`config.mk`:
```
export PLATFORM = sky130hd
export DESIGN_NAME = bufferSched
export DESIGN_NICKNAME = d
export VERILOG_FILES = /design/src/bufferSchedPkg.sv /design/src/queueBankIf.sv /design/src/bufferSched.sv /design/src/readScheduler.sv /design/src/packetQueue.sv /design/src/keyEntry.sv
export VERILOG_INCLUDE_DIRS = /design/src
export SDC_FILE = /design/constraint.sdc
export NUM_CORES = 1
export LEC_CHECK = 0
export ABC_AREA = 1
export BUFFER_PORTS_ARGS = -buffer_cell sky130_fd_sc_hd__buf_2
export CAP_MARGIN = 5
export CORE_MARGIN = 3
export CORE_UTILIZATION = 60
export CTS_CLUSTER_SIZE = 24
export DETAILED_ROUTE_END_ITERATION = 10
export PLACE_DENSITY = 0.77
export SLEW_MARGIN = 10
export SYNTH_ARGS = -nofsm -noshare
export SYNTH_HDL_FRONTEND = slang
export SYNTH_SLANG_ARGS = --single-unit
```
`constraint.sdc`:
```
create_clock -name CLOCK_50 -period 13.1 [get_ports CLOCK_50]
set_input_delay 1.31 -clock CLOCK_50 [delete_from_list [all_inputs] [get_ports CLOCK_50]]
set_output_delay 1.31 -clock CLOCK_50 [all_outputs]
set_load 0.01 [all_outputs]
```
`src/bufferSched_consts.svh`:
```
`ifndef BUFFER_SCHED_CONSTS_SVH
`define BUFFER_SCHED_CONSTS_SVH

// slots in each buffer queue
`define QUEUE_DEPTH 6

// number of buffers
`define NUM_QUEUES 4

// cycles swa must stay high before one read
// kept short for simulation, board build used 75000000
`define READ_PERIOD 16

// cycles btnStart must stay low to arm code entry
`define START_HOLD 2

// latency weights, buffer 1 first
`define LAT_W0 4
`define LAT_W1 3
`define LAT_W2 2
`define LAT_W3 1

// reliability weights, buffer 1 first
`define REL_W0 1
`define REL_W1 2
`define REL_W2 3
`define REL_W3 4

// up to this fill level latency weight dominates the score
`define LOW_FILL 3

`endif
```
`src/bufferSchedPkg.sv`:
```
`default_nettype none

`include "bufferSched_consts.svh"

package bufferSchedPkg;

	// buffer number, 0 is buffer 1
	typedef logic [1:0] bufSelT;

	// packet payload carried through a queue
	typedef logic [1:0] payloadT;

	// entered code, buffer index in [3:2], payload in [1:0]
	typedef logic [3:0] codeT;

	// register shown to the user
	// bit 4 valid, then the code
	typedef logic [4:0] regT;

	// fill level of one queue, 0 up to full
	typedef logic [$clog2(`QUEUE_DEPTH + 1) - 1:0] depthT;

	// scheduler score, largest is 6*4+1 = 25
	typedef logic [4:0] scoreT;

	// code entry machine
	typedef enum logic [1:0] {
		idle,
		arming,
		collecting
	} entryStateT;

endpackage

`default_nettype wire

```
`src/queueBankIf.sv`:
```
`default_nettype none
`timescale 1ns/1ps

`include "bufferSched_consts.svh"

interface queueBankIf;

	// one push strobe per queue, single cycle
	logic [`NUM_QUEUES-1:0] push;
	// payload shared by all queues, only the pushed one takes it
	bufferSchedPkg::payloadT pushData;

	// one pop strobe per queue, single cycle
	logic [`NUM_QUEUES-1:0] pop;

	// live fill level of each queue
	bufferSchedPkg::depthT depth [`NUM_QUEUES];
	// oldest payload of each queue
	bufferSchedPkg::payloadT headData [`NUM_QUEUES];

	// code entry side
	modport entry (
		output push,
		output pushData
	);

	// read scheduler side
	modport sched (
		output pop,
		input depth,
		input headData
	);

	// queue side, one slice per queue
	modport bank (
		input push,
		input pushData,
		input pop,
		output depth,
		output headData
	);

endinterface

`default_nettype wire

```
`src/bufferSched.sv`:
```
`default_nettype none
`timescale 1ns/1ps

`include "bufferSched_consts.svh"

module bufferSched (
	input logic CLOCK_50,
	input logic rstN_i,
	input logic btnStart_i,
	input logic btn0_i,
	input logic btn1_i,
	input logic swa_i,
	output bufferSchedPkg::regT inputReg_o,
	output bufferSchedPkg::regT outputReg_o
);

	// push, pop, levels and heads of all buffers
	queueBankIf bankIf ();

	// buttons to code, push into the chosen buffer
	keyEntry keyEntry_i (
		.CLOCK_50(CLOCK_50),
		.rstN_i(rstN_i),
		.btnStart_i(btnStart_i),
		.btn0_i(btn0_i),
		.btn1_i(btn1_i),
		.bank(bankIf.entry),
		.inputReg_o(inputReg_o)
	);

	// one FIFO per buffer, each on its own slice
	for (genvar q = 0; q < `NUM_QUEUES; q++) begin : gQueue
		packetQueue #(
			.depth(`QUEUE_DEPTH)
		) packetQueue_i (
			.CLOCK_50(CLOCK_50),
			.rstN_i(rstN_i),
			.push_i(bankIf.push[q]),
			.pushData_i(bankIf.pushData),
			.pop_i(bankIf.pop[q]),
			.depth_o(bankIf.depth[q]),
			.headData_o(bankIf.headData[q])
		);
	end

	// timed read, scoring and pop
	readScheduler readScheduler_i (
		.CLOCK_50(CLOCK_50),
		.rstN_i(rstN_i),
		.swa_i(swa_i),
		.bank(bankIf.sched),
		.outputReg_o(outputReg_o)
	);

endmodule

`default_nettype wire

```
`src/readScheduler.sv`:
```
`default_nettype none
`timescale 1ns/1ps

`include "bufferSched_consts.svh"

module readScheduler (
	input logic CLOCK_50,
	input logic rstN_i,
	input logic swa_i,
	queueBankIf.sched bank,
	output bufferSchedPkg::regT outputReg_o
);

	// per buffer weights, buffer 1 first
	localparam int latW [4] = '{`LAT_W0, `LAT_W1, `LAT_W2, `LAT_W3};
	localparam int relW [4] = '{`REL_W0, `REL_W1, `REL_W2, `REL_W3};
	// tie order: buffer 1, 4, 2, 3
	localparam int tieOrder [4] = '{0, 3, 1, 2};

	localparam int timerW = $clog2(`READ_PERIOD + 1);

	logic [timerW-1:0] timer;
	logic readFire;

	bufferSchedPkg::scoreT score [`NUM_QUEUES];
	logic [`NUM_QUEUES-1:0] nonEmpty;
	logic anyValid;
	bufferSchedPkg::bufSelT winIdx;

	// empty scores 0
	// low fill favours latency, deeper fill favours reliability
	function automatic bufferSchedPkg::scoreT calcScore(
		input bufferSchedPkg::depthT d,
		input int latWeight,
		input int relWeight
	);
		if (d == '0) begin
			return '0;
		end else if (d <= `LOW_FILL) begin
			return bufferSchedPkg::scoreT'(d * latWeight + relWeight);
		end else begin
			return bufferSchedPkg::scoreT'(d * relWeight + latWeight);
		end
	endfunction

	// read period timer
	// fires on the cycle that makes READ_PERIOD high cycles in a row
	assign readFire = swa_i && (timer == timerW'(`READ_PERIOD - 1));

	always_ff @(posedge CLOCK_50 or negedge rstN_i) begin
		if (!rstN_i) begin
			timer <= '0;
		end else if (!swa_i || readFire) begin
			// switch low or read done, start over
			timer <= '0;
		end else begin
			timer <= timer + 1'b1;
		end
	end

	// scores from the live fill levels
	always_comb begin
		for (int q = 0; q < `NUM_QUEUES; q++) begin
			nonEmpty[q] = (bank.depth[q] != '0);
			score[q] = calcScore(bank.depth[q], latW[q], relW[q]);
		end
	end

	assign anyValid = |nonEmpty;

	// scan in tie order, only a strictly higher score takes over
	always_comb begin
		winIdx = bufferSchedPkg::bufSelT'(tieOrder[0]);
		for (int k = 1; k < `NUM_QUEUES; k++) begin
			if (score[tieOrder[k]] > score[winIdx]) begin
				winIdx = bufferSchedPkg::bufSelT'(tieOrder[k]);
			end
		end
	end

	// pop lands on the same edge that loads the output register
	// a non-empty queue always outscores an empty one
	assign bank.pop = (readFire && anyValid) ? (`NUM_QUEUES'(1) << winIdx) : '0;

	always_ff @(posedge CLOCK_50 or negedge rstN_i) begin
		if (!rstN_i) begin
			outputReg_o <= '0;
		end else if (readFire) begin
			if (anyValid) begin
				outputReg_o <= {1'b1, winIdx, bank.headData[winIdx]};
			end else begin
				// nothing buffered, show an empty read
				outputReg_o <= '0;
			end
		end
	end

	// one queue at most, and only one that the queue bank reports as filled
	assert property (@(posedge CLOCK_50) disable iff (!rstN_i)
		(|bank.pop) |-> $onehot(bank.pop) && ((bank.pop & ~nonEmpty) == '0));

endmodule

`default_nettype wire

```
`src/packetQueue.sv`:
```
`default_nettype none
`timescale 1ns/1ps

`include "bufferSched_consts.svh"

module packetQueue #(
	parameter int depth = `QUEUE_DEPTH
) (
	input logic CLOCK_50,
	input logic rstN_i,
	input logic push_i,
	input bufferSchedPkg::payloadT pushData_i,
	input logic pop_i,
	output bufferSchedPkg::depthT depth_o,
	output bufferSchedPkg::payloadT headData_o
);

	// slot 0 holds the newest payload
	bufferSchedPkg::payloadT store [depth];
	// number of valid slots
	bufferSchedPkg::depthT fill;
	bufferSchedPkg::depthT headIdx;

	logic pushOk;
	logic popOk;

	// a push into a full queue is dropped
	assign pushOk = push_i && (fill != depth);
	assign popOk = pop_i && (fill != '0);

	always_ff @(posedge CLOCK_50 or negedge rstN_i) begin
		if (!rstN_i) begin
			fill <= '0;
		end else begin
			case ({pushOk, popOk})
				2'b10: fill <= fill + 1'b1;
				2'b01: fill <= fill - 1'b1;
				// push and pop together keep the level
				default: fill <= fill;
			endcase
		end
	end

	// everything moves up one slot on a push
	// the head then sits one slot higher, matching fill
	always_ff @(posedge CLOCK_50) begin
		if (pushOk) begin
			store[0] <= pushData_i;
			for (int i = 1; i < depth; i++) begin
				store[i] <= store[i-1];
			end
		end
	end

	// oldest payload sits at fill-1
	assign headIdx = fill - 1'b1;
	assign headData_o = (fill != '0) ? store[headIdx] : '0;
	assign depth_o = fill;

	// the scheduler must not pop an empty queue
	assert property (@(posedge CLOCK_50) disable iff (!rstN_i)
		pop_i |-> (fill != '0));

	// level stays within the slot count across every update
	assert property (@(posedge CLOCK_50) disable iff (!rstN_i)
		fill <= depth);

endmodule

`default_nettype wire

```
`src/keyEntry.sv`:
```
`default_nettype none
`timescale 1ns/1ps

`include "bufferSched_consts.svh"

module keyEntry (
	input logic CLOCK_50,
	input logic rstN_i,
	input logic btnStart_i,
	input logic btn0_i,
	input logic btn1_i,
	queueBankIf.entry bank,
	output bufferSchedPkg::regT inputReg_o
);

	bufferSchedPkg::entryStateT state;

	// start hold counter
	logic [$clog2(`START_HOLD + 1) - 1:0] holdCnt;
	// bits taken so far
	logic [1:0] bitCnt;
	// set once a bit is taken, cleared when both buttons are up
	logic pressed;
	// first three code bits, oldest on top
	logic [2:0] partial;
	bufferSchedPkg::codeT nextCode;
	logic pushStb;
	bufferSchedPkg::bufSelT pushSel;

	logic onePress;
	logic released;
	logic newBit;
	logic takeBit;

	// buttons are active low
	assign onePress = btn0_i ^ btn1_i;
	assign released = btn0_i & btn1_i;
	// btn0 gives 1, btn1 gives 0
	assign newBit = ~btn0_i;
	assign takeBit = (state == bufferSchedPkg::collecting) && !pressed && onePress;
	assign nextCode = {partial, newBit};

	always_ff @(posedge CLOCK_50 or negedge rstN_i) begin
		if (!rstN_i) begin
			state <= bufferSchedPkg::idle;
			holdCnt <= '0;
			bitCnt <= '0;
			pressed <= 1'b0;
			pushStb <= 1'b0;
			inputReg_o <= '0;
		end else begin
			pushStb <= 1'b0;
			// wait for a full release before the next bit
			if (released) begin
				pressed <= 1'b0;
			end
			case (state)
				bufferSchedPkg::idle: begin
					if (!btnStart_i) begin
						holdCnt <= 1'b1;
						state <= bufferSchedPkg::arming;
					end
				end
				bufferSchedPkg::arming: begin
					// start released too early, back to idle
					if (btnStart_i) begin
						state <= bufferSchedPkg::idle;
					end else if (holdCnt >= `START_HOLD - 1) begin
						bitCnt <= '0;
						state <= bufferSchedPkg::collecting;
					end else begin
						holdCnt <= holdCnt + 1'b1;
					end
				end
				bufferSchedPkg::collecting: begin
					if (takeBit) begin
						pressed <= 1'b1;
						bitCnt <= bitCnt + 1'b1;
						// fourth bit completes the code
						if (bitCnt == 2'd3) begin
							inputReg_o <= {1'b1, nextCode};
							pushStb <= 1'b1;
							bitCnt <= '0;
							state <= bufferSchedPkg::idle;
						end
					end
				end
				default: begin
					state <= bufferSchedPkg::idle;
				end
			endcase
		end
	end

	// code bits shift in, first bit ends up as code bit 3
	always_ff @(posedge CLOCK_50) begin
		if (takeBit) begin
			partial <= nextCode[2:0];
		end
	end

	// one-hot push into the chosen buffer for one cycle
	assign pushSel = inputReg_o[3:2];
	assign bank.push = pushStb ? (`NUM_QUEUES'(1) << pushSel) : '0;
	assign bank.pushData = inputReg_o[1:0];

	// one queue per push, and the push lasts a single cycle
	assert property (@(posedge CLOCK_50) disable iff (!rstN_i)
		(|bank.push) |-> $onehot(bank.push) ##1 !(|bank.push));

endmodule

`default_nettype wire

```
# Word-level counts from Yosys, hierarchy flattened
# Memory sizes are Yosys's and may differ from the RTL's.
# Index checks and enable logic that the tools add are counted.
[word_totals]
out_inout_bits = 10
romBits = 0
ff_bits = 38
wordCells = 175
latchBits = 0
mem_bits_rw = 48
memories = 4
[classes]
mux = 60
n_reduce_logical = 35
n_eq_ne = 23
n_lt_le_gt_ge = 11
n_bitwise = 6
shifts = 2
n_addsub = 19
multipliers = 2
div = 0
[memory_table]
columns = ["name", "depth", "word_bits", "read_ports", "rd_clocked_by_memory_dff", "wr", "line", "source"]
rows = [
  ["gQueue[0].packetQueue_i.store", 6, 2, 6, 0, 6, "packetQueue.sv:19", "bufferSchedPkg::payloadT store [depth];"],
  ["gQueue[1].packetQueue_i.store", 6, 2, 6, 0, 6, "packetQueue.sv:19", ""],
  ["gQueue[2].packetQueue_i.store", 6, 2, 6, 0, 6, "packetQueue.sv:19", ""],
  ["gQueue[3].packetQueue_i.store", 6, 2, 6, 0, 6, "packetQueue.sv:19", ""],
]
[op_table]
columns = ["operator", "count"]
rows = [
  ["$mux W5", 14],
  ["$mux W2", 20],
  ["$pmux W3 S2", 4],
  ["$bmux W5 S2", 2],
  ["$add A5 B1 Y5 const B", 3],
  ["$gt A5 B5 Y1", 3],
  ["$mux W1", 14],
  ["$add A3 B1 Y3 const B", 4],
  ["$eq A2 B2 Y1 const B", 6],
  ["$le A3 B2 Y1 const B", 4],
  ["$logic_and A1 B1 Y1", 12],
  ["$logic_not A3 Y1", 4],
  ["$ne A3 B3 Y1 const B", 4],
  ["$reduce_and A4 Y1", 3],
  ["$reduce_bool A2 Y1", 6],
  ["$reduce_bool A3 Y1", 4],
  ["$sub A3 B1 Y3 const B", 4],
  ["$add A4 B2 Y5 const B", 2],
  ["$add A5 B2 Y5 const B", 2],
  ["$eq A2 B1 Y1 const B", 5],
  ["$mul A3 B2 Y5 const B", 2],
  ["$ge A3 B3 Y1 const B", 3],
  ["$not A2 Y3", 3],
  ["$add A3 B3 Y4 const B", 2],
  ["19 further kinds", 28],
]

# Depth between registers and ports, before layout
# Gate-level depths: netlist of run 1.
[depth]
word_depth = 22
depth_mapped = 37
depth_no_buf = 35

# Cells and area by module
# A second synthesis of run 1 with hierarchy kept.
[unflattened]
hier_cells = 616
area_unflattened_um2 = 5286.3
[by_module_without_submodules]
columns = ["mod", "cells_each", "n_inst", "area_each_um2"]
rows = [
  ["packetQueue", 76, 4, 748.2],
  ["readScheduler", 229, 1, 1544.0],
  ["keyEntry", 83, 1, 749.5],
]

# Least setup slack after synthesis of run 1
# OpenSTA, ideal clock, no wires.
[synth_path]
path_kind = "register to register"
from = "reg gQueue[3].packetQueue_i.fill[0]"
to = "reg gQueue[0].packetQueue_i.fill[2]"
period_less_slack_ps = 4660
t_arrival_ps = 4530
setup_ps = 130
path_stages_with_launch = 36
required_ps = 12970
path_slack_ps = 8440
path_buffers = 2
cell_sequence = "dfrtp_1 -> buf_2 -> inv_1 -> ha_1 -> ha_1 -> nor2_1 -> ha_1 -> nand2_1 -> inv_1 -> nand2_1 -> nand3_2 -> nand2_4 -> o21ai_1 -> ha_1 -> nand2_1 -> nor2_2 -> nand2_1 -> nand3_2 -> nand2_4 -> buf_6 -> nor3_1 -> a211oi_2 -> ha_1 -> nand2_1 -> inv_1 -> nand4_1 -> nand3_1 -> nand2_2 -> nand2_2 -> inv_2 -> nand4_1 -> inv_1 -> ha_1 -> inv_1 -> o211ai_1 -> o21ai_0"
[synth_via]
elab_chain_cells = 22
elab_cells_between_ends = 30
cone_classes = "2 x add/sub; 4 x order compare; 2 x eq/ne; 1 x shift; 13 x mux; 2 x bitwise; 6 x reduce/logical"
[synth_lines]
columns = ["element", "line", "source"]
rows = [
  ["start, declared", "packetQueue.sv:21", "bufferSchedPkg::depthT fill;"],
  ["start signal, assigned", "packetQueue.sv:36", "2'b10: fill <= fill + 1'b1;"],
  ["start signal, assigned", "packetQueue.sv:37", "2'b01: fill <= fill - 1'b1;"],
  ["start signal, assigned", "packetQueue.sv:39", "default: fill <= fill;"],
  ["$add A5 B1 Y5, or another cell as far along", "readScheduler.sv:42", "return bufferSchedPkg::scoreT'(d * relWeight + latWeight);"],
  ["$mux W5", "readScheduler.sv:39", "end else if (d <= `LOW_FILL) begin"],
  ["$mux W5", "readScheduler.sv:37", "if (d == '0) begin"],
  ["$gt A5 B5 Y1", "readScheduler.sv:75", "if (score[tieOrder[k]] > score[winIdx]) begin"],
  ["$mux W2", "readScheduler.sv:75", ""],
  ["$not A2 Y3 (not written as such)", "readScheduler.sv:75", ""],
  ["$bmux W5 S2", "readScheduler.sv:75", ""],
  ["$mux W5 (not written as such) (2 in a row)", "readScheduler.sv:75", ""],
  ["(+4 left out)", "-", ""],
  ["$mux W5 (not written as such) (2 in a row)", "readScheduler.sv:75", ""],
  ["$gt A5 B5 Y1", "readScheduler.sv:75", ""],
  ["$mux W2", "readScheduler.sv:75", ""],
  ["$shl A1 B2 Y4 (no line)", "-", ""],
  ["$mux W4 *", "readScheduler.sv:83", "assign bank.pop = (readFire && anyValid) ? (`NUM_QUEUES'(1) << winIdx) : '0;"],
  ["$logic_and A1 B1 Y1 *", "packetQueue.sv:29", "assign popOk = pop_i && (fill != '0);"],
  ["$eq A2 B1 Y1 or $eq A2 B2 Y1 (tied branches)", "packetQueue.sv:35", "case ({pushOk, popOk})"],
  ["$pmux W3 S2 or $reduce_bool A2 Y1 (tied branches)", "-", ""],
  ["end signal, assigned", "packetQueue.sv:36", ""],
  ["end signal, assigned", "packetQueue.sv:37", ""],
  ["end signal, assigned", "packetQueue.sv:39", ""],
  ["end, declared", "packetQueue.sv:21", ""],
]
# Every way passes the cells marked *; elsewhere a longest branch is shown, timed or not. The select of a mux whose other input is x is not followed.
# A chain may end at the register's enable or synchronous reset.

# Worst setup path after layout of run 1
[layout_path]
from = "reg gQueue[3].packetQueue_i.fill[0]"
to = "reg gQueue[3].packetQueue_i.fill[2]"
[layout_via]
elab_chain_cells = 22
elab_cells_between_ends = 34
cone_classes = "4 x add/sub; 4 x order compare; 3 x eq/ne; 1 x shift; 13 x mux; 2 x bitwise; 7 x reduce/logical"
[layout_lines]
columns = ["element", "line"]
rows = [
  ["$add A5 B1 Y5, or another cell as far along", "readScheduler.sv:42"],
  ["$mux W5", "readScheduler.sv:39"],
  ["$mux W5", "readScheduler.sv:37"],
  ["$gt A5 B5 Y1", "readScheduler.sv:75"],
  ["$mux W2", "readScheduler.sv:75"],
  ["$not A2 Y3 (not written as such)", "readScheduler.sv:75"],
  ["$bmux W5 S2", "readScheduler.sv:75"],
  ["$mux W5 (not written as such) (2 in a row)", "readScheduler.sv:75"],
  ["(+4 left out)", "-"],
  ["$mux W5 (not written as such) (2 in a row)", "readScheduler.sv:75"],
  ["$gt A5 B5 Y1", "readScheduler.sv:75"],
  ["$mux W2", "readScheduler.sv:75"],
  ["$shl A1 B2 Y4 (no line)", "-"],
  ["$mux W4", "readScheduler.sv:83"],
  ["$logic_and A1 B1 Y1", "packetQueue.sv:29"],
  ["$eq A2 B1 Y1 or $eq A2 B2 Y1 (tied branches)", "packetQueue.sv:35"],
  ["$pmux W3 S2 or $reduce_bool A2 Y1 (tied branches)", "-"],
]
# Several ways; a longest one is shown, not always the timed one. The select of a mux whose other input is x is not followed.

==> metrics.txt, run 1 <==
cell area after synthesis around 4900 µm²; outcome finished, final reports clean; clock skew between 5 and 6 ps; Layout Nets slightly above 600; crit path kind reg -> reg; Worst Path Required between 10,000 and 15,000 ps; hold buffers post-CTS 0; final setup TNS 0 ps; I/O pin cnt 16; pre-CTS setup slack 7850 ps; largest net degree at the start of global routing 36; syn_nets about 590; Post-synth EDFFs a little over 50; Post-Syn Instances around 530; synthesis warning total 0; Comb pwr share 53.0%; Pwr Total 1.31 mW; pins over their slew limit 0; ant diodes 0; prevailing post-synth register cell edfxtp_1; Peak supply drop ~160 µV; global-route usage over all layers between 20% and 30%; # setup viols final 0; register area share after synthesis between 40% and 50%; nature of the critical path endpoint flip-flop; post-route setup slack just under 8000 ps; share of layout cells above drive strength 1 10.2%; MaxCap Viol Count 0; Power Internal 726 µW; clock tree sinks 86; clk buf depth 2; PD cells 245 nW/µm²; placed inst area 5090 µm²; clock-pin transition on the worst setup and hold timing paths approximately 90 ps; commonest non-fill, non-tap cell in the layout nand2_1; Async S/R FF share, synth ~41%; CTS tree yes; Layout Utilization 68.3%; post-route cell area approximately 5400 µm²; row count 32; routed via count around 3,600; initial core utilization between 60% and 70%; placed insts ~650; slowest cell delay on critical path 500 ps; FMAX around 0.19 GHz; detailed placement HPWL around 7.0 mm; DRC Markers 0; routed wire length between 9 and 10 mm; die width just under 100 µm; Post-CTS Setup Bufs 0; vias in the first global route around 3,400; startpoint types flip-flop; WP data arrival approximately 5500 ps; Pleak roughly 2.6 nW; Post-DRT Antenna Nets 0; Core Region between 7000 and 8000 µm²; hold_ws about 450 ps; Avg Vias per Cell around 5.4; minimum clock period 5270 ps; Clock Latency Late Sink between 300 and 400 ps; Fin. Hold Viols 0; net switching share of the total power between 40% and 50%; RSZ-0062 raised after global routing no; GPL Wtd Cong 0.946; cts repair resizes 0; number of synthesized register bits 86; fillers roughly 600; wire per inst approximately 14 µm; library cells used by synthesis 34; most frequent cells in the layout 110 x nand2_1, 77 x inv_1, 56 x nor2_1; crit share post-route 40.2%; Crit path top cell by count ha_1; mean post-synth cell area between 9 and 10 µm²; Sw Pwr ~590 µW; first-pass GRT wire length between 15 and 20 mm; Rel. slew slack 43.9%; slowest stage cell, crit path dfrtp_1; Synth-to-Final Area Change 8.49%; CP Max Fanout 12; port buffer count 15; TritonCTS buffer count 9; clock power share about a fifth; worst-margin pin slew 842 ps; min-delay worst type reg -> reg; iteration count of the initial detailed-routing pass 5; grt ovf 0; Sequential Power Share 28.3%; clk root buf clkbuf_8; H-tree Lvls 3; Die H 96.7 µm; initial drt markers slightly below 200; initial antenna violation count 0; Finished Layout Cells 661; die footprint between 9000 and 10,000 µm²
==> layer usage <==
metal / GRT usage, % / wire length [µm] / vias up / share of wire (%)
li1: - / - / 1798 / -
met1: 27.1 / 4480 / 1650 / 47
met2: 34.4 / 4400 / 93 / 46
met3: 4.83 / 439 / 18 / 4.6
met4: 7.45 / 180 / 0 / 1.9
met5: 0 / 0 / - / 0
==> area by class of cell <==
type	count	area, µm²	share of cell area, %
sequential	86	2410	44.9
multi-input combinational	361	2170	40.6
inverter	81	304	5.68
clock inverter	7	144	2.69
tap	102	128	2.38
clock buffer	9	124	2.31
timing repair buffer	15	75.1	1.40
==> Yosys cell counts (2+ instances only) <==
master | n | area [µm²]
nand4_1 | 9 | 56.3
nor3_1 | 4 | 20.0
nand3_2 | 4 | 40.0
o21ai_0 | 38 | 190
nand2_4 | 4 | 45.0
a21oi_1 | 14 | 70.1
edfxtp_1 | 51 | 1530
nor3_2 | 2 | 20.0
ha_1 | 53 | 663
xnor2_1 | 10 | 87.6
nor2_1 | 56 | 210
o211ai_1 | 2 | 15.0
o21ai_1 | 7 | 35.0
a31oi_1 | 2 | 12.5
inv_1 | 77 | 289
nand2_1 | 110 | 413
buf_2 | 2 | 10.0
a211oi_2 | 2 | 25.0
nand2_2 | 4 | 25.0
buf_6 | 3 | 33.8
inv_2 | 4 | 15.0
dfrtp_1 | 35 | 876
nand3_1 | 28 | 140
nor2_2 | 3 | 18.8
==> critical path, delay by kind of cell (launching register included) <==
| family | cells | cell delay, ps |
|---|---|---|
| compound gates | 3 | 280 |
| fa+ha+maj | 6 | 1640 |
| buf+inv | 4 | 370 |
| flops | 1 | 500 |
| mux | 1 | 160 |
| simple gates | 16 | 2180 |
==> power groups by stage <==
stage	clock network, mW	registers (mW)	logic, mW
global placement	0	0.375	0.664
floorplan	0	0.357	0.571
detailed placement	0	0.377	0.685
CTS	0.249	0.371	0.692
finish	0.245	0.372	0.695
global route	0.259	0.378	0.790
==> worst paths after layout <==
kind                                                     start                                   to  slack, ps  cells after the start
min                        gQueue[1].packetQueue_i.store[0][0]  gQueue[1].packetQueue_i.store[1][0]        450                      0
min reg2reg                gQueue[1].packetQueue_i.store[0][0]  gQueue[1].packetQueue_i.store[1][0]        450                      0
max reg2reg                 gQueue[3].packetQueue_i.depth_o[0]   gQueue[3].packetQueue_i.depth_o[2]       7830                     30
max in group asynchronous                               rstN_i   gQueue[3].packetQueue_i.depth_o[1]      11520                      1
max                         gQueue[3].packetQueue_i.depth_o[0]   gQueue[3].packetQueue_i.depth_o[2]       7830                     30
min in group asynchronous                               rstN_i             readScheduler_i.timer[3]       1050                      1
==> state kept, by name, indices dropped and copies added (netlist names) <==
register and count:
readScheduler_i.outputReg_o 5, gQueue.packetQueue_i.store 48, keyEntry_i.bitCnt 2, keyEntry_i.inputReg_o 5
readScheduler_i.timer 5, keyEntry_i.pushStb 1, keyEntry_i.holdCnt 2, keyEntry_i.partial 3
keyEntry_i.pressed 1, keyEntry_i.state 2, gQueue.packetQueue_i.depth_o 12
==> cells by family after synthesis <==
kind of cell               count (synthesis)  share of synthesized area, %
AOI/OAI and AO/OA                         68                          7.70
xor gates and xnor gates                  12                          2.28
muxes                                      1                         0.203
adders and majority gates                 53                          13.4
and+or+nand+nor                          227                          20.4
DFF                                       86                          48.8
buffers and inverters                     87                          7.20
(Power assumes the default switching activity.)
==> run 2, diff against run 1 <==
==> constraint.sdc (replaced) <==
create_clock -name CLOCK_50 -period 5.2 [get_ports CLOCK_50]
set_input_delay 0.52 -clock CLOCK_50 [delete_from_list [all_inputs] [get_ports CLOCK_50]]
set_output_delay 0.52 -clock CLOCK_50 [all_outputs]
set_load 0.01 [all_outputs]
==> run 2 against run 1 <==
Die area unchanged; setup slack worse by 7600 ps; routed wire length rose by 6.4%; sequential cell count is the same; maximum frequency rose by 7.0%; cell count increased by 1.4%; critical path type unchanged.
==> metrics.txt, run 2 (same netlist as run 1, synthesis figures left out) <==
I/O pin cnt 16 (unchanged); initial core utilization 62.9% (unchanged); nature of the critical path endpoint flip-flop; die width 96.7 µm (unchanged); placed insts 647 (+0.31%); clk root buf clkbuf_8; largest reg by FF count gQueue.packetQueue_i.store; Clock Latency Late Sink 360 ps (about the same); GPL Wtd Cong 0.912 (-3.5%); detailed placement HPWL 7.14 mm (+1.4%); minimum clock period 4930 ps (-343 ps); Pwr Total 3.39 mW (+160%); Core Region 7850 µm² (unchanged); global-route usage over all layers 21.9% (+1.0 points); WP data arrival 5170 ps (-340 ps); Post-DRT Antenna Nets 0 (unchanged); largest net degree at the start of global routing 36 (unchanged); initial drt markers 179 (-9.6%); grt ovf 0 (unchanged); Finished Layout Cells 670 (+1.4%); row count 32 (unchanged); pre-CTS setup slack 176 ps (-7670 ps); clock skew 11.3 ps (+6.05 ps); MaxCap Viol Count 0 (unchanged); Avg Vias per Cell 5.48 (+1.8%); crit share post-route 94.8% (+55 points); placed inst area 5100 µm² (+0.29%); clock tree sinks 86 (unchanged); Fin. Hold Viols 0 (unchanged); startpoint types flip-flop; vias in the first global route 3,562 (+3.7%); Synth-to-Final Area Change 9.83%; wire per inst 15.1 µm (+4.9%); flop-to-flop setup slack 270 ps (-7560 ps); Top Family by Delay on Critical Path simple AND/OR/NAND/NOR gates; worst-margin pin slew 864 ps (+21.6 ps); crit path kind reg -> reg; port buffer count 15 (unchanged); min-delay worst type in -> async; share of layout cells above drive strength 1 13.0% (+2.8 points); FMAX 0.203 GHz (+7.0%); iteration count of the initial detailed-routing pass 5 (unchanged); Peak supply drop 320 µV (+100%); pins over their slew limit 0 (unchanged); die footprint 9350 µm² (unchanged); Layout Utilization 69.1% (+0.85 points); Rel. slew slack 42.4% (-1.4 points); CP Buf/Inv Count 7 (+3); commonest non-fill, non-tap cell in the layout nand2_1; slowest stage cell, crit path dfrtp_2; H-tree Lvls 3 (unchanged); clk buf depth 2 (unchanged); Pleak 2.59 nW (+0.77%); slowest cell delay on critical path 480 ps (-20 ps); Crit path top cell by count nand2_1; post-route cell area 5420 µm² (+1.2%); Layout Nets 622 (+1.5%); CP Max Fanout 8 (-4); PD cells 625 nW/µm² (+160%); outcome finished, final reports clean; initial antenna violation count 0 (unchanged); hold buffers post-CTS 0 (unchanged); TritonCTS buffer count 9 (unchanged); DRC Markers 0 (unchanged); Worst Path Required 5440 ps (-7900 ps); # setup viols final 0 (unchanged); first-pass GRT wire length 16.5 mm (+3.3%); ant diodes 0 (unchanged); most frequent cells in the layout 110 x nand2_1, 75 x inv_1, 55 x nor2_1; Die H 96.7 µm (unchanged); Largest register FFs 48 (unchanged); routed wire length 10.1 mm (+6.4%); routed via count 3,671 (+3.1%); CTS tree yes; post-route setup slack 272 ps (-7560 ps); clock-pin transition on the worst setup and hold timing paths 100 ps (about the same)
run 2: repair_timing:
| item | CTS | global route |
|---|---|---|
| buffers inserted | 0 | 6 |
| gates resized for setup | 0 | 15 |
| setup endpoints to repair | 0 | 11 |
run 2: per-stage QoR:
stage	setup TNS [ps]	hold slack, ps
final	0	259
after global routing	-64.0	292
after CTS	0	269
after detailed placement	0	432
after global placement	0	430
after floorplan	0	224
run 2: path summary, 6_finish.rpt:
path	startpoint	cells after the start	endpoint
setup / recovery	gQueue[0].packetQueue_i.depth_o[0]	35	gQueue[0].packetQueue_i.depth_o[2]
hold / removal	rstN_i	1	readScheduler_i.timer[1]
setup reg to reg	gQueue[0].packetQueue_i.depth_o[0]	35	gQueue[0].packetQueue_i.depth_o[2]
hold reg to reg	gQueue[1].packetQueue_i.store[3][0]	0	gQueue[1].packetQueue_i.store[4][0]
max in group asynchronous	rstN_i	1	gQueue[0].packetQueue_i.depth_o[0]
min in group CLOCK_50	btn0_i	2	keyEntry_i.inputReg_o[0]
run 2: report_power, final:
group / internal [mW] / switching, mW
clock: 0.214 / 0.262
combinational: 0.736 / 1.24
sequential: 0.820 / 0.111
total: 1.77 / 1.62
run 2: cell type report:
| cell class | instances | area [µm²] |
|---|---|---|
| clock buffers | 11 | 153 |
| fillers | 616 | 2420 |
| well taps | 102 | 128 |
| clock inverters | 5 | 48.8 |
| inverters | 81 | 308 |
| flip-flops and latches | 86 | 2410 |
| multi-input cells | 362 | 2240 |
| repair buffers | 23 | 133 |
run 2: layer usage:
layer / track usage [%] / vias to the layer above / share of wire (%)
met2: 36.4 / 94 / 48
met4: 7.45 / 0 / 2.0
met5: 0 / - / 0
met1: 28.4 / 1740 / 45
li1: - / 1820 / -
met3: 4.97 / 17 / 5.1
==> run 3, diff against run 2 <==
--- a/config.mk
+++ b/config.mk
@@ -10,10 +10,11 @@
 export BUFFER_PORTS_ARGS = -buffer_cell sky130_fd_sc_hd__buf_2
 export CAP_MARGIN = 5
 export CORE_MARGIN = 3
-export CORE_UTILIZATION = 60
+export CORE_UTILIZATION = 58
+export CTS_BUF_LIST = sky130_fd_sc_hd__clkbuf_8
 export CTS_CLUSTER_SIZE = 24
 export DETAILED_ROUTE_END_ITERATION = 10
-export PLACE_DENSITY = 0.77
+export PLACE_DENSITY = 0.78
 export SLEW_MARGIN = 10
 export SYNTH_ARGS = -nofsm -noshare
 export SYNTH_HDL_FRONTEND = slang
==> constraint.sdc (replaced) <==
create_clock -name CLOCK_50 -period 4.2 [get_ports CLOCK_50]
set_input_delay 0.42 -clock CLOCK_50 [delete_from_list [all_inputs] [get_ports CLOCK_50]]
set_output_delay 0.42 -clock CLOCK_50 [all_outputs]
set_load 0.01 [all_outputs]
==> run 3 against run 2 <==
The flow now finishes with violations (setup timing); clock power is 53% higher; highest routed layer unchanged; clock skew shrank 0.71 ps; register-to-register slack got worse by 720 ps; global-route usage increased by 3.5 points; first-iteration DRC count rose by 33%; sequential share of layout area down 6.4 points; sequential power up 21%; cell area is 17% higher; combinational power rose by 100%; maximum frequency up 6.1%; largest power group unchanged; total power grew 72%; via count up 12%; critical path type unchanged.
==> metrics.txt, run 3 (same netlist as run 1, synthesis figures left out) <==
first-pass GRT wire length 19.3 mm (+17%); initial drt markers 238 (+33%); clock tree sinks 86 (unchanged); Clock Latency Late Sink 360 ps (about the same); port buffer count 15 (unchanged); Core Region 8260 µm² (+5.2%); Synth-to-Final Area Change 28.3%; I/O pin cnt 16 (unchanged); Peak supply drop 618 µV (+93%); failing checks setup timing; nature of the critical path endpoint flip-flop; wire per inst 17.2 µm (+14%); Reg area 2410 µm² (about the same); most frequent cells in the layout 96 x nand2_1, 68 x inv_1, 66 x buf_4; RSZ-0062 raised after global routing yes; fillers 499 (-19%); row count 33 (+3.1%); routed wire length 12.6 mm (+25%); grt ovf 0 (unchanged); Die H 98.3 µm (+1.6%); Crit path top cell by count buf_4; clock-pin transition on the worst setup and hold timing paths 90 ps (about the same); share of layout cells above drive strength 1 29.6% (+17 points); Layout Nets 683 (+9.8%); ant diodes 0 (unchanged); commonest non-fill, non-tap cell in the layout nand2_1; slowest cell delay on critical path 410 ps (-70 ps); CTS tree yes; vias in the first global route 4,073 (+14%); largest net degree at the start of global routing 36 (unchanged); Worst Path Required 4450 ps (-990 ps); clock skew 10.5 ps (-0.715 ps); H-tree Lvls 3 (unchanged); Pleak 3.00 nW (+16%); Post-DRT Antenna Nets 0 (unchanged); outcome finished, violations left; worst-margin pin slew 835 ps (-28.7 ps); placed inst area 5500 µm² (+7.8%); crit share post-route 111% (+16 points); initial core utilization 59.8% (-3.1 points); slowest stage cell, crit path dfrtp_1; detailed placement HPWL 7.84 mm (+9.8%); crit path kind reg -> reg; routed via count 4,122 (+12%); hold buffers post-CTS 0 (unchanged); Pwr Total 5.82 mW (+72%); MaxCap Viol Count 0 (unchanged); WP data arrival 4900 ps (-270 ps); post-route cell area 6330 µm² (+17%); GPL Wtd Cong 0.949 (+4.0%); area of the multi-input gates 2640 µm² (+18%); Avg Vias per Cell 5.62 (+2.5%); CP Max Fanout 4 (-4); global-route usage over all layers 25.4% (+3.5 points); Rel. slew slack 44.3% (+1.9 points); clk buf depth 2 (unchanged); post-route setup slack -446 ps (-718 ps); pins over their slew limit 0 (unchanged); initial antenna violation count 0 (unchanged); clk root buf clkbuf_8; DRC Markers 0 (unchanged); die footprint 9660 µm² (+3.2%); iteration count of the initial detailed-routing pass 5 (unchanged); # setup viols final 15 (+15); Fin. Hold Viols 0 (unchanged); TritonCTS buffer count 9 (unchanged); PD cells 920 nW/µm² (+47%); die width 98.3 µm (+1.6%); min-delay worst type in -> async; FMAX 0.215 GHz (+6.1%); minimum clock period 4650 ps (-282 ps); largest reg by FF count gQueue.packetQueue_i.store; Largest register FFs 48 (unchanged); startpoint types flip-flop
run 3: changes by cell type in the layout (fill, tap and decap cells not counted), moves of 4 or more:
cell,delta
inv_1,-7
nand2_1,-14
buf_4,+59
xnor2_2,+4
o21ai_1,+6
nand2_2,+9
o21ai_0,-11
ha_1,-12
ha_4,+12
xnor2_1,-4
nand2_4,+5
inv_2,+6
run 3: what timing repair did:
item,4_1_cts,5_1_grt
setup endpoints to repair,14,16
endpoints found under the hold margin,0,0
gates resized for setup,43,46
cloned,2,0
pin swaps,14,33
buffers inserted,19,6
run 3: where the power goes:
| part | internal (mW) | switching (mW) |
|---|---|---|
| registers | 1.02 | 0.114 |
| clock network | 0.416 | 0.310 |
| logic | 1.81 | 2.16 |
| total | 3.25 | 2.58 |
run 3: final timing paths:
kind / from / end / slack, ps / cells after the start
setup / recovery: gQueue[3].packetQueue_i.depth_o[0] / gQueue[3].packetQueue_i.depth_o[2] / -450 / 30
hold / removal: rstN_i / gQueue[2].packetQueue_i.depth_o[2] / 140 / 1
setup reg to reg: gQueue[3].packetQueue_i.depth_o[0] / gQueue[3].packetQueue_i.depth_o[2] / -450 / 30
hold reg to reg: gQueue[1].packetQueue_i.store[3][1] / gQueue[1].packetQueue_i.store[4][1] / 450 / 0
max in group asynchronous: rstN_i / keyEntry_i.pressed / 3510 / 1
min in group CLOCK_50: btn0_i / keyEntry_i.inputReg_o[0] / 280 / 2
run 3: area by class of cell:
| class | count | area share, % |
|---|---|---|
| tap | 105 | 2.07 |
| inverter | 81 | 4.88 |
| clock buffer | 10 | 2.17 |
| timing repair buffer | 83 | 9.36 |
| clock inverter | 6 | 1.86 |
| sequential | 86 | 38.0 |
| multi-input combinational | 363 | 41.6 |
run 3: stage by stage:
step           setup slack [ps]  hold slack [ps]  TNS (ps)  util, %  instances
6_report                   -446              145     -5110     76.7        734
5_1_grt                    -627              192     -7760     76.7        734
4_1_cts                    -148              172     -1090     73.7        729
3_5_place_dp               -406              433     -3190     66.6        692
3_3_place_gp               -161              428      -482     66.6        692
2_1_floorplan             -94.4              124      -249        -        534
run 3: per-layer routing:
metal  up-vias  share of wire, %  track usage, %
met3        51               5.5            4.57
met4         0               4.4            13.9
met2       166                51            43.3
met5         -                 0               0
li1       1947                 -               -
met1      1958                39            30.5
run 3: critical path: cells and delay by family, from the launching register on:
family	cells	cell delay, ps
flops	1	410
mux	1	140
fa+ha+maj	4	980
simple gates	11	1220
compound gates	2	510
buf+inv	12	1250
